**config.mk**
```make
export PLATFORM = sky130hd
export DESIGN_NAME = rx_pkt_writer
export DESIGN_NICKNAME = d
export VERILOG_FILES = /design/src/hw/pkt_buf_pkg.sv /design/src/hw/rx_pkt_writer.sv
export SDC_FILE = /design/constraint.sdc
export NUM_CORES = 1
export LEC_CHECK = 0
export ABC_AREA = 1
export BUFFER_PORTS_ARGS = -buffer_cell sky130_fd_sc_hd__buf_2
export CAP_MARGIN = 20
export CORE_MARGIN = 10
export CORE_UTILIZATION = 30
export CTS_BUF_LIST = sky130_fd_sc_hd__clkbuf_8
export CTS_CLUSTER_DIAMETER = 80
export CTS_CLUSTER_SIZE = 24
export DETAILED_ROUTE_END_ITERATION = 8
export SLEW_MARGIN = 20
export SYNTH_ARGS = -nofsm -noshare
export SYNTH_HDL_FRONTEND = slang
export SYNTH_SLANG_ARGS = --single-unit
```
**constraint.sdc**
```tcl
create_clock -name clk -period 4.3 [get_ports clk]
set_input_delay 0.43 -clock clk [delete_from_list [all_inputs] [get_ports clk]]
set_output_delay 0.43 -clock clk [all_outputs]
set_load 0.005 [all_outputs]
```
**src/hw/pkt_buf_pkg.sv**
```systemverilog
package pkt_buf_pkg;

    //////////////////////////////////////////////////
    // datapath geometry
    //////////////////////////////////////////////////
    localparam int DATA_W     = 64;               // one buffer word per beat
    localparam int STRB_W     = DATA_W / 8;       // byte enables per beat
    localparam int BYTE_SEL_W = $clog2(STRB_W);   // byte offset bits inside a word
    localparam int LEN_W      = 16;               // byte length field

    //////////////////////////////////////////////////
    // buffer geometry
    //////////////////////////////////////////////////
    localparam int BUF_AW    = 9;
    localparam int BUF_DEPTH = 2 ** BUF_AW;       // 512 words

    // largest packet accepted, well under the buffer size
    localparam int MAX_PKT_BYTES = 2048;
    localparam int MAX_PKT_WORDS = MAX_PKT_BYTES / STRB_W;

    // length sits in bits 47:32 of the header word
    localparam int HDR_LEN_LSB = 32;

    //////////////////////////////////////////////////
    // types
    //////////////////////////////////////////////////
    typedef logic [BUF_AW-1:0] buf_addr_t;        // word address into the buffer
    typedef logic [BUF_AW:0]   buf_ptr_t;         // msb is the wrap bit
    typedef logic [LEN_W-1:0]  pkt_len_t;         // packet length in bytes

    // one stream beat, same layout on both ports
    typedef struct packed {
        logic [DATA_W-1:0] data;
        logic [STRB_W-1:0] strb;                  // contiguous low-order on last beat
        logic              last;
    } axis_beat_t;

    // reader (sender) fsm
    typedef enum logic [2:0] {
        RD_IDLE,                                  // waiting on a committed packet
        RD_HDR,                                   // header word on read data
        RD_FIRST,                                 // first data word on read data
        RD_STREAM,                                // streaming straight from the ram
        RD_HOLD,                                  // replaying the captured word
        RD_LAST                                   // last beat waiting on ready
    } rd_state_e;

endpackage
```
**src/hw/rx_pkt_writer.sv**
```systemverilog
`timescale 1ns/1ps

module rx_pkt_writer (
    input  logic                           clk,
    input  logic                           rst,

    // input stream
    input  pkt_buf_pkg::axis_beat_t        s_beat_i,
    input  logic                           s_valid_i,
    output logic                           s_ready_o,

    // pointer exchange with the reader
    input  pkt_buf_pkg::buf_ptr_t          committed_cons_i,
    output pkt_buf_pkg::buf_ptr_t          committed_prod_o,

    // buffer write port
    output logic                           wr_en_o,
    output pkt_buf_pkg::buf_addr_t         wr_addr_o,
    output logic [pkt_buf_pkg::DATA_W-1:0] wr_data_o
);

    //////////////////////////////////////////////////
    // local state
    //////////////////////////////////////////////////
    pkt_buf_pkg::buf_ptr_t          wr_ptr;       // next data slot
    pkt_buf_pkg::buf_ptr_t          hdr_ptr;      // header slot of the current packet
    pkt_buf_pkg::buf_ptr_t          used_words;
    pkt_buf_pkg::buf_ptr_t          free_words;
    pkt_buf_pkg::pkt_len_t          byte_cnt;     // running byte count
    pkt_buf_pkg::pkt_len_t          beat_bytes;
    logic                           in_pkt;       // first beat already taken
    logic                           hdr_wr;       // header write cycle
    logic                           commit_pend;
    logic                           room_ok;      // enough space for a max packet
    logic                           beat_xfer;
    logic [pkt_buf_pkg::DATA_W-1:0] hdr_word;

    //////////////////////////////////////////////////
    // handshake and space
    //////////////////////////////////////////////////
    // mid-packet beats never wait on space, it was checked at the start
    assign s_ready_o = !hdr_wr && (in_pkt || room_ok);
    assign beat_xfer = s_valid_i && s_ready_o;

    // bytes carried by this beat
    assign beat_bytes = pkt_buf_pkg::pkt_len_t'($countones(s_beat_i.strb));

    // wrap bit makes the subtraction exact, header slot counted as used
    // in the header cycle wr_ptr still sits on the next header slot
    assign used_words = wr_ptr + hdr_wr - committed_cons_i;
    assign free_words = pkt_buf_pkg::buf_ptr_t'(pkt_buf_pkg::BUF_DEPTH) - used_words;

    // header word, length field only
    always_comb begin
        hdr_word = '0;
        hdr_word[pkt_buf_pkg::HDR_LEN_LSB +: pkt_buf_pkg::LEN_W] = byte_cnt;
    end

    //////////////////////////////////////////////////
    // control
    //////////////////////////////////////////////////
    always_ff @(posedge clk) begin
        if (rst) begin
            wr_ptr           <= pkt_buf_pkg::buf_ptr_t'(1);  // slot 0 kept for the header
            hdr_ptr          <= '0;
            in_pkt           <= 1'b0;
            hdr_wr           <= 1'b0;
            commit_pend      <= 1'b0;
            room_ok          <= 1'b0;
            wr_en_o          <= 1'b0;
            committed_prod_o <= '0;
        end else begin
            // registered, lags the pointers by a cycle which only underestimates space
            room_ok <= (free_words >=
                        pkt_buf_pkg::buf_ptr_t'(pkt_buf_pkg::MAX_PKT_WORDS + 1));
            wr_en_o     <= 1'b0;
            commit_pend <= 1'b0;

            if (beat_xfer) begin
                wr_en_o <= 1'b1;
                wr_ptr  <= wr_ptr + 1'b1;
                in_pkt  <= !s_beat_i.last;
                hdr_wr  <= s_beat_i.last;        // header goes out next cycle
            end

            // header cycle, input held off
            if (hdr_wr) begin
                wr_en_o     <= 1'b1;
                hdr_ptr     <= wr_ptr;           // next packet header slot
                wr_ptr      <= wr_ptr + 1'b1;    // its first data slot
                hdr_wr      <= 1'b0;
                commit_pend <= 1'b1;
            end

            // publish once the header has landed in the ram
            if (commit_pend) begin
                committed_prod_o <= hdr_ptr;
            end
        end
    end

    //////////////////////////////////////////////////
    // write data path
    //////////////////////////////////////////////////
    always_ff @(posedge clk) begin
        if (beat_xfer) begin
            wr_addr_o <= wr_ptr[pkt_buf_pkg::BUF_AW-1:0];
            wr_data_o <= s_beat_i.data;
            byte_cnt  <= in_pkt ? byte_cnt + beat_bytes : beat_bytes;
        end else if (hdr_wr) begin
            wr_addr_o <= hdr_ptr[pkt_buf_pkg::BUF_AW-1:0];
            wr_data_o <= hdr_word;
        end
    end

endmodule

```
==> flow_summary.json <==
{
  "cts_tree": "built",
  "dieWidth_um": 161.7,
  "mostFrequentLayoutCell": "sky130_fd_sc_hd__buf_2",
  "timing_worst_setup_path_type": "in2reg",
  "routed-via-count": 4711,
  "final.setup.worst_slack_ps": 431.9,
  "number_of_global_route_vias_before_repair": 4734,
  "start_kind": "primary input",
  "worst_setup_hold_path_clk_slew_ps": 80,
  "synth-adder-area-share_pct": 8.681,
  "floorplan.rows": 51,
  "port_buffers": 170,
  "maxClockFrequency_mhz": 258.5,
  "tritoncts_num_sinks": 124,
  "globalRouteTotalUtil_pct": 11.86,
  "cts-buffers-inserted": 17,
  "synthSimpleGateAreaFrac_pct": 16.61,
  "post-cts-setup-buffers": 0,
  "holdBufCountCts": 0,
  "crit_chain": "buf_2, inv_1, fa_1, fa_1, fa_1, inv_1, ha_1, inv_1, fa_1, fa_1, inv_1, nand3_1, nand2_1, nand2_2, nor2_4, nand2_4, o21ai_0, a21oi_1",
  "cellLeakagePower_nw": 3.584,
  "netlist_area_before_placement_sq_mm": 0.006025,
  "floorplan.die.height_um": 161.7,
  "hold_slack_ps": 263.3,
  "floorplan.io_pins": 171,
  "antenna_found_initial": 0,
  "drcViolationCount": 0,
  "relSlewSlack_pct": 38.80,
  "layout-drive-gt1-share_pct": 25.39,
  "layout_common_cells": "sky130_fd_sc_hd__buf_2, sky130_fd_sc_hd__inv_1, sky130_fd_sc_hd__nand2_1",
  "timing.critical_path.slowest_cell_delay_ps": 550,
  "wire_per_inst_um": 14.21,
  "run_status": "complete, no violations",
  "required_ps": 4470,
  "detailed_place_hpwl_mm": 11.52,
  "first_pass_iters": 5,
  "antenna_violating_nets_post_route": 0,
  "cp_slowest_cell": "sky130_fd_sc_hd__fa_1",
  "synth_sequential_area_ratio_pct": 55.99,
  "area_used_by_multi_input_combinational_logic_sq_mm": 0.002073,
  "post-route-period-util_pct": 89.96,
  "synth_compound_area_share_pct": 8.100,
  "overflow": 0,
  "core_area_sq_mm": 0.01959,
  "worstPathMaxFanout": 6,
  "vdd.ir_drop.worst_mv": 0.1777,
  "worst_skew_pair.late_latency_ps": 430,
  "setup_violations": 0,
  "ctsResizeCount": 0,
  "p_per_area_mw_per_mm2": 405.1,
  "finalCriticalPeriod_ps": 3868,
  "htreeDepth": 4,
  "cts.root.buffer_cell": "sky130_fd_sc_hd__clkbuf_8",
  "maxSlewViolCount": 0,
  "detail_route.wirelength_mm": 15.75,
  "clock-skew-final_ps": 11.87,
  "cp-end-kind": "register",
  "max-clock-path-buffers": 2,
  "hold_path.class": "in2reg",
  "antenna_cells_inserted": 0,
  "worst_path_most_repeated_cell": "sky130_fd_sc_hd__fa_1",
  "synthesis.nets": 778,
  "max_slew.worst_pin.slew_ps": 918.0,
  "grt_max_degree": 75,
  "place.gp.congestion": 0.7895,
  "detailed_place.area_sq_mm": 0.007158,
  "post_synth_xor_area_fraction_pct": 1.018,
  "syn_avg_cell_area_sq_um": 9.198,
  "synthCells": 655,
  "final_cell_area_sq_mm": 0.007526,
  "timing_hold_violations_final": 0,
  "effective_utilization_at_floorplan_pct": 30.75,
  "fillerInstances": 2041,
  "synthToLayoutAreaGrowth_pct": 24.92,
  "seqCellArea_sq_mm": 0.003373,
  "main_combinational_cell_family_by_area_after_synthesis": "simple AND/OR/NAND/NOR gates",
  "drv.max_cap_violation_count": 0,
  "yosys_register_bits": 124,
  "detail_route.vias_per_cell": 4.252,
  "initialDrtViolationCount": 241,
  "critPathArrivalTime_ps": 4040,
  "finalNetCount": 953,
  "synthesis.yosys.warnings": 0,
  "synth.distinct_cells": 26,
  "die_area_sq_mm": 0.02615,
  "dpl_worst_slack_ps": -9.094,
  "global_route_wire_length_before_repair_mm": 24.74,
  "grt_setup_unrepaired": "no",
  "share_of_cell_area_taken_by_muxes_after_synthesis_pct": 0
}
final timing paths:
| path | start | endpoint | slack, ps | cells past startpoint |
|---|---|---|---|---|
| hold reg to reg | committed_prod_o[3]$_SDFFE_PP0P_ | committed_prod_o[3]$_SDFFE_PP0P_ | 500 | 2 |
| setup / recovery | s_beat_i[1] | byte_cnt[10]$_SDFFCE_PN0P_ | 430 | 18 |
| hold / removal | s_beat_i[41] | wr_data_o[32]$_DFFE_PP_ | 260 | 3 |
| setup reg to reg | wr_ptr[0]$_SDFFE_PP1P_ | room_ok$_SDFF_PP0_ | 1540 | 15 |
cell families (layout without fill, tap and decap cells):
kind of cell,count (synthesis),in the layout
AO/OA/AOI/OAI,94,94
XOR/XNOR,7,7
adder cells (fa/ha/maj),37,37
buffers and inverters,150,338
flip-flops,124,124
AND/OR/NAND/NOR,243,243
Yosys cell counts, drive strengths merged:
master    n  area [sq um]
nand3    17         85.08
nor2     94         367.8
o21ai    55         275.3
a21oi    35         186.4
nor3     10         50.05
clkbuf    9         33.78
nand4     8         50.05
xnor2     3         26.28
inv     130         488.0
dfxtp    35         700.7
xor2      4         35.03
o21a      1         7.510
ha       29         362.9
edfxtp   89          2673
buf      10         52.55
clkinv    1         3.750
fa        8         160.2
a31oi     3         18.77
nand2   114         447.9
flip-flops by register name, indices dropped and copies added (netlist names):
name / cells
wr_ptr: 10
committed_prod_o: 10
room_ok: 1
in_pkt: 1
wr_data_o: 64
wr_en_o: 1
byte_cnt: 16
hdr_ptr: 10
hdr_wr: 1
commit_pend: 1
wr_addr_o: 9
report_power, final:
group	total, W	leakage, nW	internal (W)	switching [W]
Sequential	0.00148	1.14	0.00143	0.0000466
Clock	0.000989	0.183	0.000502	0.000487
Combinational	0.000583	2.26	0.000225	0.000358
worst max-delay path, delay by kind of cell:
kind | cells | cell delay (ps)
adder cells (fa/ha/maj) | 6 | 2560
AND/OR/NAND/NOR | 5 | 520
AO/OA/AOI/OAI | 2 | 230
buffers and inverters | 5 | 300
per-stage QoR:
| step | utilization (%) | instances | power (W) | setup TNS (ps) |
|---|---|---|---|---|
| detailed placement | 36.54 | 1076 | 0.002097 | -9.094 |
| global route | 38.42 | 1108 | 0.003242 | 0 |
| CTS | 38.42 | 1108 | 0.003105 | 0 |
| floorplan | - | 655 | 0.001857 | 0 |
| finish | 38.42 | 1108 | 0.003049 | 0 |
| global placement | 36.54 | 1076 | 0.002087 | 0 |
final cells by class:
| type | count | share of cell area, % |
|---|---|---|
| Clock inverter | 15 | 1.779 |
| Sequential cell | 124 | 44.82 |
| Timing Repair Buffer | 175 | 11.80 |
| Tap cell | 265 | 4.406 |
| Multi-Input combinational cell | 381 | 27.55 |
| Inverter | 131 | 6.534 |
| Clock buffer | 17 | 3.109 |
metal layers:
layer  wire [um]  vias to the layer above  global-route usage [%]
met5           0                        -                       0
met4         246                        0                   4.384
met3        1207                       18                   4.146
met2        6916                      150                   18.82
met1        7380                     2099                   14.58
li1            -                     2444                       -
(Power assumes the default switching activity.)
