--- config.mk ---
export PLATFORM = sky130hd
export DESIGN_NAME = pkt_buf_reader
export DESIGN_NICKNAME = d
export VERILOG_FILES = /design/src/hw/pkt_buf_pkg.sv /design/src/hw/pkt_buf_reader.sv
export SDC_FILE = /design/constraint.sdc
export NUM_CORES = 1
export LEC_CHECK = 0
export BUFFER_PORTS_ARGS = -buffer_cell sky130_fd_sc_hd__buf_2
export CAP_MARGIN = 20
export CORE_AREA = 8 8 135 231
export CTS_CLUSTER_DIAMETER = 30
export DETAILED_ROUTE_END_ITERATION = 8
export DIE_AREA = 0 0 143 239
export PLACE_DENSITY_LB_ADDON = 0.12
export SYNTH_ARGS = -nofsm -noshare
export SYNTH_HDL_FRONTEND = slang
export SYNTH_SLANG_ARGS = --single-unit
--- constraint.sdc ---
create_clock -name clk -period 13.35 [get_ports clk]
set_input_delay 2.67 -clock clk [delete_from_list [all_inputs] [get_ports clk]]
set_output_delay 2.67 -clock clk [all_outputs]
set_load 0.01 [all_outputs]
--- src/hw/pkt_buf_pkg.sv ---
package pkt_buf_pkg;

    //////////////////////////////////////////////////
    // datapath geometry
    //////////////////////////////////////////////////
    localparam int DATA_W     = 64;               // one buffer word per beat
    localparam int STRB_W     = DATA_W / 8;       // byte enables per beat
    localparam int BYTE_SEL_W = $clog2(STRB_W);   // byte offset bits inside a word
    localparam int LEN_W      = 16;               // byte length field

    //////////////////////////////////////////////////
    // buffer geometry
    //////////////////////////////////////////////////
    localparam int BUF_AW    = 9;
    localparam int BUF_DEPTH = 2 ** BUF_AW;       // 512 words

    // largest packet accepted, well under the buffer size
    localparam int MAX_PKT_BYTES = 2048;
    localparam int MAX_PKT_WORDS = MAX_PKT_BYTES / STRB_W;

    // length sits in bits 47:32 of the header word
    localparam int HDR_LEN_LSB = 32;

    //////////////////////////////////////////////////
    // types
    //////////////////////////////////////////////////
    typedef logic [BUF_AW-1:0] buf_addr_t;        // word address into the buffer
    typedef logic [BUF_AW:0]   buf_ptr_t;         // msb is the wrap bit
    typedef logic [LEN_W-1:0]  pkt_len_t;         // packet length in bytes

    // one stream beat, same layout on both ports
    typedef struct packed {
        logic [DATA_W-1:0] data;
        logic [STRB_W-1:0] strb;                  // contiguous low-order on last beat
        logic              last;
    } axis_beat_t;

    // reader (sender) fsm
    typedef enum logic [2:0] {
        RD_IDLE,                                  // waiting on a committed packet
        RD_HDR,                                   // header word on read data
        RD_FIRST,                                 // first data word on read data
        RD_STREAM,                                // streaming straight from the ram
        RD_HOLD,                                  // replaying the captured word
        RD_LAST                                   // last beat waiting on ready
    } rd_state_e;

endpackage
--- src/hw/pkt_buf_reader.sv ---
`timescale 1ns/1ps

module pkt_buf_reader (
    input  logic                           clk,
    input  logic                           rst,

    // pointer exchange with the writer
    input  pkt_buf_pkg::buf_ptr_t          committed_prod_i,
    output pkt_buf_pkg::buf_ptr_t          committed_cons_o,

    // buffer read port
    output pkt_buf_pkg::buf_addr_t         rd_addr_o,
    input  logic [pkt_buf_pkg::DATA_W-1:0] rd_data_i,

    // output stream
    output pkt_buf_pkg::axis_beat_t        m_beat_o,
    output pkt_buf_pkg::pkt_len_t          m_len_o,
    output logic                           m_valid_o,
    input  logic                           m_ready_i
);

    //////////////////////////////////////////////////
    // local state
    //////////////////////////////////////////////////
    pkt_buf_pkg::rd_state_e  state;
    pkt_buf_pkg::buf_ptr_t   rd_ptr;              // next word to fetch
    pkt_buf_pkg::buf_ptr_t   diff;                // committed but unread words

    // data words not yet loaded into the output register
    logic [pkt_buf_pkg::LEN_W-pkt_buf_pkg::BYTE_SEL_W:0] words_left;
    logic [pkt_buf_pkg::STRB_W-1:0]                      last_strb;
    logic [pkt_buf_pkg::DATA_W-1:0]                      hold_data;   // word parked on stall
    logic [pkt_buf_pkg::DATA_W-1:0]                      next_word;

    // header decode, meaningful in RD_HDR only
    pkt_buf_pkg::pkt_len_t                               hdr_len;
    logic [pkt_buf_pkg::LEN_W-pkt_buf_pkg::BYTE_SEL_W:0] hdr_words;
    logic [pkt_buf_pkg::STRB_W-1:0]                      hdr_strb;

    logic                                                ld_beat;
    logic                                                ld_last;

    // the read pointer doubles as the consumer pointer
    assign rd_addr_o        = rd_ptr[pkt_buf_pkg::BUF_AW-1:0];
    assign committed_cons_o = rd_ptr;

    //////////////////////////////////////////////////
    // header decode
    //////////////////////////////////////////////////
    always_comb begin
        hdr_len   = rd_data_i[pkt_buf_pkg::HDR_LEN_LSB +: pkt_buf_pkg::LEN_W];
        // words = len / 8 rounded up
        hdr_words = {1'b0, hdr_len[pkt_buf_pkg::LEN_W-1:pkt_buf_pkg::BYTE_SEL_W]};
        hdr_strb  = '1;                           // full last word by default
        if (|hdr_len[pkt_buf_pkg::BYTE_SEL_W-1:0]) begin
            hdr_words = hdr_words + 1'b1;
            // low-order ones, as many as len mod 8
            hdr_strb  = ~({pkt_buf_pkg::STRB_W{1'b1}} <<
                          hdr_len[pkt_buf_pkg::BYTE_SEL_W-1:0]);
        end
    end

    //////////////////////////////////////////////////
    // beat source select
    //////////////////////////////////////////////////
    // replay the parked word after a stall, else take the ram output
    assign next_word = (state == pkt_buf_pkg::RD_HOLD) ? hold_data : rd_data_i;

    // output register free in RD_FIRST, otherwise only on a transfer
    always_comb begin
        ld_beat = 1'b0;
        case (state)
            pkt_buf_pkg::RD_FIRST:  ld_beat = 1'b1;
            pkt_buf_pkg::RD_STREAM: ld_beat = m_ready_i;
            pkt_buf_pkg::RD_HOLD:   ld_beat = m_ready_i;
            default:                ld_beat = 1'b0;
        endcase
    end

    assign ld_last = (words_left == 1);           // word being loaded ends the packet

    //////////////////////////////////////////////////
    // sender fsm
    //////////////////////////////////////////////////
    always_ff @(posedge clk) begin
        if (rst) begin
            state     <= pkt_buf_pkg::RD_IDLE;
            rd_ptr    <= '0;
            diff      <= '0;
            m_valid_o <= 1'b0;
        end else begin
            diff <= committed_prod_i - rd_ptr;    // wrap bit keeps it exact

            case (state)
                pkt_buf_pkg::RD_IDLE: begin
                    // header slot is already on the read address
                    if (diff != '0) begin
                        rd_ptr <= rd_ptr + 1'b1;
                        state  <= pkt_buf_pkg::RD_HDR;
                    end
                end

                pkt_buf_pkg::RD_HDR: begin
                    m_len_o    <= hdr_len;        // user field for every beat
                    words_left <= hdr_words;
                    last_strb  <= hdr_strb;
                    rd_ptr     <= rd_ptr + 1'b1;  // fetch first data word
                    state      <= pkt_buf_pkg::RD_FIRST;
                end

                pkt_buf_pkg::RD_FIRST,
                pkt_buf_pkg::RD_STREAM,
                pkt_buf_pkg::RD_HOLD: begin
                    if (ld_beat) begin
                        m_valid_o  <= 1'b1;
                        words_left <= words_left - 1'b1;
                        if (ld_last) begin
                            // pointer stays on the next header slot
                            state <= pkt_buf_pkg::RD_LAST;
                        end else begin
                            rd_ptr <= rd_ptr + 1'b1;
                            state  <= pkt_buf_pkg::RD_STREAM;
                        end
                    end else if (state == pkt_buf_pkg::RD_STREAM) begin
                        state <= pkt_buf_pkg::RD_HOLD;   // park the fetched word
                    end
                end

                pkt_buf_pkg::RD_LAST: begin
                    if (m_ready_i) begin
                        m_valid_o <= 1'b0;
                        // next packet already committed, skip idle
                        if (diff != '0) begin
                            rd_ptr <= rd_ptr + 1'b1;
                            state  <= pkt_buf_pkg::RD_HDR;
                        end else begin
                            state <= pkt_buf_pkg::RD_IDLE;
                        end
                    end
                end

                default: begin
                    state <= pkt_buf_pkg::RD_IDLE;
                end
            endcase
        end
    end

    //////////////////////////////////////////////////
    // output beat and hold register
    //////////////////////////////////////////////////
    always_ff @(posedge clk) begin
        if (ld_beat) begin
            m_beat_o.data <= next_word;
            m_beat_o.strb <= ld_last ? last_strb : '1;
            m_beat_o.last <= ld_last;
        end
        if (state == pkt_buf_pkg::RD_STREAM && !m_ready_i) begin
            hold_data <= rd_data_i;               // ram moves on, keep this one
        end
    end

endmodule

==> impl_metrics.csv, run 1 <==
group,metric,value,unit
floorplanning,die_w,143,um
clock_network,post_cts_buffers,0,
setup_path,cp.arrival,4.58,ns
drt,vias,5001,
clock_network,cts_root_buf,"clkbuf_16",
clock_network,cts-resized-gates,0,
power_and_ir_drop,pwr-share-comb,12.0,%
drt,drt_iter0_drc,285,
final_layout,drive_gt1_share,40.4,%
final_layout,antenna_cells,0,
floorplanning,coreArea,27900,um^2
floorplanning,initial_core_util,29.6,%
setup_path,critPathMaxFanout,53,
timing,rsz0062_at_grt,"false",
timing,setup_tns,0,ns
drt,wl_per_cell,17.6,um
setup_path,critPathSlowestCell,"a21o_1",
logic_synthesis,syn_inst,549,
drt,drc,0,
power_and_ir_drop,p_total,1.44,mW
setup_path,crit_type,"input port to flip-flop",
logic_synthesis,syn-num-nets,640,
timing,fin_skew,0.0127,ns
floorplanning,ioPinCount,186,
global_route,grt_max_degree,75,
power_and_ir_drop,p_leak,3.74,nW
power_and_ir_drop,clockPowerShare,35.6,%
setup_path,crit_path_end_kind,"flip-flop",
logic_synthesis,synthesis.area,8260,um^2
placement,place_congestion,0.759,
power_and_ir_drop,peakVddDrop,92.1,uV
clock_network,cts_tree,"built",
setup_path,cp.required,13.42,ns
power_and_ir_drop,p_seq_share,52.3,%
clock_network,clk_pin_slew,0.07,ns
placement,place_ws,8.09,ns
global_route,track_usage,11.9,%
final_layout,area_delta_synth_final,23.0,%
timing,tightest_slew,0.674,ns
setup_path,max_stage_delay,0.56,ns
global_route,grt_pass1_wl,30600,um
timing,fmax,222,MHz
setup_path,setup.worst_path.start,"m_ready_i",
placement,place_area,9550,um^2
power_and_ir_drop,p_per_area,142,nW/um^2
timing,finalSetupViolCount,0,
final_layout,final_area,10200,um^2
status,status,"finished clean",
logic_synthesis,yosysUniqueCellTypes,51,
final_layout,final_cells,1118,
logic_synthesis,synth-async-reset-ratio,0,%
clock_network,clock_latency,0.44,ns
placement,port_buffers,185,
setup_path,path_delay_family,"compound AO/OA/AOI/OAI gates",
placement,hpwl,13900,um
clock_network,clock-sinks,199,
flow_run,maxCapViolCount,0,
final_layout,fin_util,36.4,%
timing,holdWs,0.508,ns
timing,finalCriticalPeriod,4.51,ns
global_route,overflow,0,
timing,setup_slack,8.84,ns
hold_path,hp-start,"last_strb[2]$_SDFFCE_PP1P_",
logic_synthesis,ys.flop_type,"edfxtp_1",
final_layout,fin_nets,823,
timing,drv_slew,0,
global_route,grt_pass1_vias,5511,
drt,firstDrtPassIters,4,
drt,routed_via_density,4.47,
logic_synthesis,yosysTopAreaCell,"edfxtp_1",
setup_path,worstPathBufferInverterCount,2,
floorplanning,dieArea,34200,um^2
clock_network,cts_buffer_depth,2,
clock_network,htree_levels,4,
global_route,grt_antenna_before_repair,1,
logic_synthesis,syn_avg_cell_area,15.0,um^2
logic_synthesis,yosysWarnings,0,
logic_synthesis,synth_enable_flop_cells,175,
floorplanning,rows,81,
logic_synthesis,synth_seq_cells,199,
drt,final_antenna_net_count,0,
logic_synthesis,synth_top_area_share,63.7,%
power_and_ir_drop,switching_share,24.5,%
timing,hold_viol,0,
power_and_ir_drop,p_sw,0.354,mW
timing,relSlewSlack,54.8,%
timing,fin_crit_sh,33.8,%
power_and_ir_drop,internal_power,1.09,mW
floorplanning,fp.dieH,239,um
setup_path,start_kind,"input port",
setup_path,r2r_start,"state[1]$_SDFFE_PP0P_",
setup_path,path_cells,"buf_2 -> nor4bb_1 -> a21o_4 -> buf_16 -> a21o_1",
clock_network,postCtsHoldBufs,0,
placement,place_inst,1085,
clock_network,numCtsBuffers,17,
logic_synthesis,netlist_top_cells_area,"edfxtp_1 (64%), mux2_2 (8.6%), dfxtp_1 (5.8%)",
hold_path,min_path_type,"flip-flop to flip-flop",
logic_synthesis,ys_seq_area_share,69.5,%
drt,wirelength,19700,um
## worst register-to-register path, cell delays in order, from the launching register on
cell and delay [ns]:
dfxtp_1 0.63, nor2b_1 0.41, a21o_4 0.41, buf_16 0.32, a21o_1 0.57
## sequential cells by signal, summed over array words and instances (netlist names)
signal	flops
hold_data	64
m_beat_o	73
state	3
m_len_o	16
diff	10
last_strb	8
words_left	14
m_valid_o	1
committed_cons_o	10
## area by class of cell
type	count	area [um^2]
Multi-Input combinational cell	304	2310
Timing Repair Buffer	192	998
Sequential cell	199	5740
Inverter	18	67.6
Clock inverter	13	128
Clock buffer	19	453
Tap cell	373	467
Fill cell	2725	17700
## layer usage
metal | wire [um] | vias to the layer above | GRT usage (%) | part of all wire, %
li1 | - | 2392 | - | -
met1 | 7290 | 2460 | 11.7 | 37
met2 | 10900 | 126 | 22.4 | 55
met3 | 1140 | 21 | 3.90 | 5.8
met4 | 395 | 2 | 4.63 | 2.0
met5 | 9 | - | 0 | 0.046
## cells in the mapped netlist (5+ instances only)
cell and number:
xnor2_1 21, nor2_1 44, buf_2 9, o21ai_0 10, clkbuf_1 6, nand4_1 8
edfxtp_1 175, xor2_1 18, nand3_1 8, nor4_1 5, buf_4 12, nand2_1 25
or2_2 9, a21oi_1 14, nor3_1 6, mux2_2 63, dfxtp_1 24, ha_1 13
inv_1 18
## kinds of logic (layout without fill, tap and decap cells)
group,Yosys count,after routing,share of synthesized area [%]
AND/OR/NAND/NOR,130,130,7.90
other,1,1,0.0454
flip-flops,199,199,69.5
multiplexers,67,67,9.08
AO/OA/AOI/OAI,53,53,4.29
buffers and inverters,46,242,2.86
adder cells (fa/ha/maj),14,14,2.21
XOR/XNOR,39,39,4.14
## placed cells by master, fill, tap and decap left out, types with 2 or more instances in the layout
cell type	instances
inv_1	18
nand3b_1	2
o21ai_0	10
bufinv_16	2
nor4_1	5
and3_1	3
o31ai_1	2
nor3b_2	2
nor2b_1	4
clkinv_2	7
or2_2	9
mux2_2	63
nand2b_1	4
o31a_1	2
o21a_1	4
ha_1	13
nand4_1	8
xor2_1	18
a311oi_1	2
buf_2	185
nand3_1	8
a21o_1	3
nand2_1	25
buf_4	6
a211oi_1	2
dfxtp_1	24
a211o_1	2
nor3_1	5
a21oi_1	14
clkbuf_16	17
nor2_1	44
nor3b_1	2
edfxtp_1	175
xnor2_1	21
o211ai_1	2
clkbuf_8	2
mux2i_1	4
o21bai_1	3
## worst paths after layout
kind                                             endpoint  slack, ns  cells past startpoint
worst max-delay path              words_left[8]$_DFFE_PP_       8.84                      5
worst min-delay path            m_beat_o[3]$_SDFFCE_PN1P_       0.51                      1
worst min register to register  m_beat_o[3]$_SDFFCE_PN1P_       0.51                      1
worst max register to register    words_left[8]$_DFFE_PP_      10.62                      4
## power groups by stage
stage / Sequential, mW / Combinational, mW / Clock (mW)
final: 0.755 / 0.174 / 0.514
after global routing: 0.761 / 0.196 / 0.560
after CTS: 0.757 / 0.176 / 0.534
after detailed placement: 0.771 / 0.176 / 0
after global placement: 0.770 / 0.173 / 0
after floorplan: 0.780 / 0.0942 / 0
No activity file was read; power rests on OpenSTA's default activity.
==> inputs of run 2 (changes only) <==
==> constraint.sdc (replaced) <==
create_clock -name clk -period 3.6 [get_ports clk]
set_input_delay 0.72 -clock clk [delete_from_list [all_inputs] [get_ports clk]]
set_output_delay 0.72 -clock clk [all_outputs]
set_load 0.01 [all_outputs]
==> run 2 against run 1 <==
  * Largest power group unchanged
  * Register-to-register slack got worse by 9.4 ns
  * Highest routed layer unchanged
  * Non-clock buffer count rose by 1
  * Sequential power rose to 3.7 times the previous value
==> impl_metrics.csv, run 2 (same netlist as run 1, synthesis figures left out) <==
group,metric,value,unit
final_layout,top_register,"m_beat_o",
drt,vias,4994,
final_layout,fill_cells,2732,
clock_network,clock-sinks,199,
global_route,grt_pass1_wl,29200,um
setup_path,r2r_cells,9,
power_and_ir_drop,pwr-share-comb,12.0,%
setup_path,regToRegSetupSlack,1.23,ns
drt,wl_per_cell,17.3,um
timing,drv_slew,0,
floorplanning,dieArea,34200,um^2
drt,wirelength,19400,um
clock_network,cts_tree,"built",
timing,tightest_slew,0.645,ns
hold_path,min_path_type,"input port to flip-flop",
drt,drc,0,
placement,hpwl,13800,um
power_and_ir_drop,p_leak,3.73,nW
placement,port_buffers,185,
power_and_ir_drop,clockPowerShare,35.9,%
power_and_ir_drop,p_sw,1.36,mW
clock_network,clock_latency,0.45,ns
power_and_ir_drop,internal_power,4.02,mW
clock_network,postCtsHoldBufs,0,
final_layout,largest_reg_flops,73,
global_route,grt_max_degree,74,
setup_path,cp.required,3.93,ns
final_layout,antenna_cells,0,
hold_path,whs_endpoint,"hold_data[30]$_DFFE_PP_",
timing,finalSetupViolCount,0,
global_route,overflow,0,
global_route,grt_pass1_vias,5309,
timing,fmax,421,MHz
final_layout,drive_gt1_share,40.5,%
power_and_ir_drop,p_total,5.38,mW
setup_path,crit_type,"flip-flop to flip-flop",
final_layout,final_area,10200,um^2
power_and_ir_drop,p_per_area,529,nW/um^2
setup_path,critPathMaxFanout,15,
clock_network,numCtsBuffers,17,
final_layout,most-common-layout-cells,"buf_2 (185), edfxtp_1 (175), mux2_2 (63)",
floorplanning,coreArea,27900,um^2
clock_network,clk_pin_slew,0.08,ns
global_route,track_usage,11.5,%
global_route,grt_antenna_before_repair,2,
flow_run,maxCapViolCount,0,
clock_network,cts_root_buf,"clkbuf_16",
timing,fin_skew,0.0111,ns
setup_path,r2r-end,"committed_cons_o[3]$_SDFFE_PP0P_",
power_and_ir_drop,switching_share,25.3,%
hold_path,hp-start,"rd_data_i[30]",
floorplanning,fp.dieH,239,um
timing,holdWs,0.452,ns
setup_path,crit_path_end_kind,"flip-flop",
drt,final_antenna_net_count,0,
final_layout,fin_nets,824,
power_and_ir_drop,p_seq_share,52.1,%
setup_path,start_kind,"flip-flop",
final_layout,reg_top3,"m_beat_o x73, hold_data x64, m_len_o x16",
timing,hold_viol,0,
drt,routed_via_density,4.46,
placement,place_ws,0.887,ns
setup_path,setup.worst_path.start,"words_left[1]$_DFFE_PP_",
status,status,"finished clean",
final_layout,seqCellArea,5740,um^2
setup_path,r2r_start,"words_left[1]$_DFFE_PP_",
drt,drt_iter0_drc,206,
hold_path,hold_depth,1,
setup_path,cp.arrival,2.70,ns
timing,relSlewSlack,57.0,%
clock_network,cts_buffer_depth,2,
drt,firstDrtPassIters,4,
timing,setup_slack,1.23,ns
clock_network,htree_levels,4,
placement,place_area,9580,um^2
timing,setup_tns,0,ns
power_and_ir_drop,peakVddDrop,325,uV
timing,fin_crit_sh,66.0,%
final_layout,area_delta_synth_final,23.2,%
clock_network,cts-resized-gates,0,
floorplanning,rows,81,
timing,finalCriticalPeriod,2.37,ns
timing,rsz0062_at_grt,"false",
clock_network,post_cts_buffers,0,
final_layout,final_common_cell,"buf_2",
floorplanning,die_w,143,um
placement,place_congestion,0.779,
floorplanning,ioPinCount,186,
floorplanning,initial_core_util,29.6,%
final_layout,multi_input_area,2310,um^2
[run 2: worst max-delay path: stages (launching register included)]
cell and delay [ns]:
edfxtp_1 0.40, inv_1 0.14, ha_1 0.16, nor4b_1 0.31, nand4b_1 0.20, buf_4 0.23, a211o_1 0.43, or2b_1 0.23
xnor2_1 0.11, nor2_1 0.05
[run 2: worst max path at each step]
stage | endpoint | slack (ns)
floorplan | words_left[0]$_DFFE_PP_ | 0.12
global placement | diff[8]$_SDFF_PP0_ | 0.91
detailed placement | diff[8]$_SDFF_PP0_ | 0.89
CTS | committed_cons_o[3]$_SDFFE_PP0P_ | 1.18
global route | committed_cons_o[3]$_SDFFE_PP0P_ | 1.04
finish | committed_cons_o[3]$_SDFFE_PP0P_ | 1.23
[run 2: area by class of cell]
type                    instances  area share, %
flip-flops and latches        199           56.4
multi-input cells             304           22.7
repair buffers                193           9.82
well taps                     373           4.59
clock buffers                  17           4.18
clock inverters                15           1.62
inverters                      18          0.664
[run 2: stage by stage]
stage                     utilization (%)  std cells
after global routing                 36.5       1119
after global placement               34.4       1087
after floorplan                         -        549
after detailed placement             34.4       1087
after CTS                            36.5       1119
final                                36.5       1119
[run 2: power by group through the flow]
stage / registers [mW] / logic (mW) / clock network [mW]
global placement: 2.85 / 0.654 / 0
finish: 2.80 / 0.645 / 1.93
global route: 2.82 / 0.717 / 2.09
CTS: 2.80 / 0.669 / 2.01
floorplan: 2.89 / 0.352 / 0
detailed placement: 2.86 / 0.667 / 0
[run 2: per-layer routing]
metal / vias up / wire length, um / global-route usage, %
li1: 2395 / - / -
met1: 2457 / 7390 / 11.5
met2: 120 / 10500 / 21.0
met3: 20 / 1060 / 3.44
met4: 2 / 411 / 5.34
met5: - / 13 / 0
==> inputs of run 3 (changes only) <==
--- a/config.mk
+++ b/config.mk
@@ -5,12 +5,13 @@
 export SDC_FILE = /design/constraint.sdc
 export NUM_CORES = 1
 export LEC_CHECK = 0
+export ABC_AREA = 1
 export BUFFER_PORTS_ARGS = -buffer_cell sky130_fd_sc_hd__buf_2
 export CAP_MARGIN = 20
-export CORE_AREA = 8 8 135 231
+export CORE_AREA = 8 8 137 234
 export CTS_CLUSTER_DIAMETER = 30
 export DETAILED_ROUTE_END_ITERATION = 8
-export DIE_AREA = 0 0 143 239
+export DIE_AREA = 0 0 145 242
 export PLACE_DENSITY_LB_ADDON = 0.12
 export SYNTH_ARGS = -nofsm -noshare
 export SYNTH_HDL_FRONTEND = slang
==> constraint.sdc (replaced) <==
create_clock -name clk -period 1.95 [get_ports clk]
set_input_delay 0.39 -clock clk [delete_from_list [all_inputs] [get_ports clk]]
set_output_delay 0.39 -clock clk [all_outputs]
set_load 0.01 [all_outputs]
==> run 3 against run 2 <==
  * Non-clock buffer count up 18
  * Synthesized cell count rose by 26%
  * Final cell count grew 15%
  * Combinational power rose to 5.5 times the previous value
  * Critical path type unchanged
==> impl_metrics.csv, run 3 <==
group,metric,value,unit
flow_run,maxCapViolCount,0,
setup_path,critPathMaxFanout,4,
hold_path,min_path_type,"input port to flip-flop",
floorplanning,fp.dieH,242,um
power_and_ir_drop,p_per_area,1220,nW/um^2
drt,drt_iter0_drc,217,
timing,fin_crit_sh,91.1,%
setup_path,crit_type,"flip-flop to flip-flop",
clock_network,cts_tree,"built",
final_layout,drive_gt1_share,33.2,%
power_and_ir_drop,peakVddDrop,783,uV
drt,met1_length,8360,um
drt,drc,0,
logic_synthesis,ys.flop_type,"edfxtp_1",
drt,routed-wl-met2,11600,um
timing,hold_viol,0,
placement,hpwl,15800,um
floorplanning,rows,83,
setup_path,crit_path_end_kind,"flip-flop",
setup_path,r2r_start,"words_left[0]$_DFFE_PP_",
setup_path,critPathSlowestCell,"edfxtp_1",
drt,wl_per_cell,16.5,um
final_layout,most-common-layout-cells,"buf_2 (185), edfxtp_1 (175), nand2_1 (104)",
timing,finalCriticalPeriod,1.78,ns
placement,place_inst,1257,
logic_synthesis,synth_seq_cells,199,
setup_path,max_stage_delay,0.42,ns
setup_path,cp.arrival,1.96,ns
floorplanning,initial_core_util,29.3,%
clock_network,post_cts_buffers,0,
timing,finalSetupViolCount,0,
global_route,grt_pass1_wl,33500,um
logic_synthesis,syn-num-nets,780,
final_layout,final_cells,1290,
clock_network,cts_buffer_depth,2,
clock_network,numCtsBuffers,17,
logic_synthesis,synthesis.area,8480,um^2
timing,setup_slack,0.174,ns
clock_network,cts_root_buf,"clkbuf_16",
global_route,grt_pass1_vias,5885,
hold_path,hold_depth,1,
logic_synthesis,netlist_top_cells_area,"edfxtp_1 (62%), dfxtp_1 (5.7%), nand2_1 (4.6%)",
logic_synthesis,yosysTopAreaCell,"edfxtp_1",
logic_synthesis,syn_avg_cell_area,12.3,um^2
clock_network,postCtsHoldBufs,0,
setup_path,path_cells,"inv_1 -> ha_1 -> inv_1 -> nor2_1 -> a21oi_1 -> o21ai_0 -> o21ai_1",
global_route,overflow,0,
placement,place_congestion,0.796,
global_route,grt_max_degree,72,
final_layout,top_register,"m_beat_o",
status,status,"finished clean",
drt,wirelength,21300,um
setup_path,cp.required,2.13,ns
timing,holdWs,0.140,ns
logic_synthesis,synth_top_area_share,61.9,%
drt,routed_via_density,4.43,
final_layout,area_delta_synth_final,24.8,%
clock_network,clk_pin_slew,0.07,ns
setup_path,r2r_cells,7,
logic_synthesis,syn_inst,689,
timing,setup_tns,0,ns
timing,rsz0062_at_grt,"false",
placement,place_ws,-0.00717,ns
logic_synthesis,netlist_top_cells_count,"edfxtp_1 (175), nand2_1 (105), inv_1 (62)",
final_layout,fill_cells,2916,
timing,fin_skew,0.00972,ns
final_layout,final_common_cell,"buf_2",
floorplanning,die_w,145,um
final_layout,fin_nets,985,
clock_network,cts-resized-gates,0,
setup_path,start_kind,"flip-flop",
hold_path,hp-start,"rd_data_i[1]",
final_layout,largest_reg_flops,73,
logic_synthesis,synth_most_common_cell,"edfxtp_1",
logic_synthesis,yosysWarnings,0,
floorplanning,ioPinCount,186,
timing,drv_slew,0,
global_route,grt_antenna_before_repair,1,
drt,final_antenna_net_count,0,
drt,vias,5709,
clock_network,htree_levels,4,
global_route,track_usage,12.3,%
timing,fmax,563,MHz
floorplanning,dieArea,35100,um^2
logic_synthesis,synth_enable_flop_cells,175,
setup_path,setup.worst_path.start,"words_left[0]$_DFFE_PP_",
clock_network,clock-sinks,199,
floorplanning,coreArea,29000,um^2
setup_path,crit_path_frequent_cell,"inv_1",
drt,firstDrtPassIters,4,
setup_path,r2r-end,"words_left[8]$_DFFE_PP_",
logic_synthesis,synth-async-reset-ratio,0,%
logic_synthesis,ys_seq_area_share,67.6,%
setup_path,regToRegSetupSlack,0.17,ns
drt,route.met3.wl,991,um
logic_synthesis,yosysUniqueCellTypes,36,
clock_network,clock_latency,0.44,ns
placement,port_buffers,185,
hold_path,whs_endpoint,"hold_data[1]$_DFFE_PP_",
power_and_ir_drop,p_leak,4.17,nW
drt,top_layer,"met5",
final_layout,reg_top3,"m_beat_o x73, hold_data x64, m_len_o x16",
## run 3: final cells by class
cell class	instances	area, um^2	area share (%)
clock buffers	20	437	4.12
diodes	1	2.50	0.0236
inverters	67	254	2.40
flip-flops and latches	199	5740	54.2
clock inverters	12	126	1.19
well taps	382	478	4.51
multi-input cells	398	2370	22.4
repair buffers	211	1180	11.2
## run 3: layer usage
metal	global-route usage, %	up-vias
met5	0	-
li1	-	2800
met4	5.28	2
met1	12.9	2721
met2	22.6	161
met3	3.46	25
## run 3: critical path, delay by kind of cell, from the launching register on
| family | cells | cell delay, ns |
|---|---|---|
| and+or+nand+nor | 1 | 0.26 |
| buffers and inverters | 2 | 0.20 |
| adders and majority gates | 1 | 0.21 |
| AOI/OAI and AO/OA | 3 | 0.43 |
| DFF | 1 | 0.42 |
## run 3: power by group
part           switching (mW)  leakage, nW  internal (mW)
clock                    1.55        0.272           1.89
combinational            2.23         2.13           1.28
sequential              0.269         1.77           5.65
total                    4.05         4.17           8.82
## run 3: kinds of logic (layout without fill, tap and decap cells)
group / Yosys count / count (layout) / share of synthesized area [%]
mux: 54 / 54 / 7.17
flops: 199 / 199 / 67.6
compound gates: 78 / 78 / 4.87
simple gates: 241 / 241 / 12.3
buf+inv: 92 / 310 / 4.84
fa+ha+maj: 14 / 14 / 2.15
other cells: 1 / 2 / 0.0442
xor+xnor: 10 / 10 / 1.03
## run 3: worst max-delay path by stage
stage | to | slack (ns) | cells after the start
6_report | words_left[8]$_DFFE_PP_ | 0.17 | 7
3_3_place_gp | diff[6]$_SDFF_PP0_ | 0.004 | 13
3_5_place_dp | diff[6]$_SDFF_PP0_ | -0.007 | 13
5_1_grt | diff[5]$_SDFF_PP0_ | 0.02 | 7
2_1_floorplan | hold_data[0]$_DFFE_PP_ | -0.47 | 3
4_1_cts | m_beat_o[6]$_SDFFCE_PN1P_ | 0.08 | 5
## run 3: metrics by stage
step                total power [mW]  util, %  cell area (um^2)
floorplan                       8.19        -              8510
global placement                9.64     34.6             10000
detailed placement              9.63     34.6             10000
CTS                             13.2     36.5             10600
global route                    13.7     36.6             10600
finish                          12.9     36.6             10600
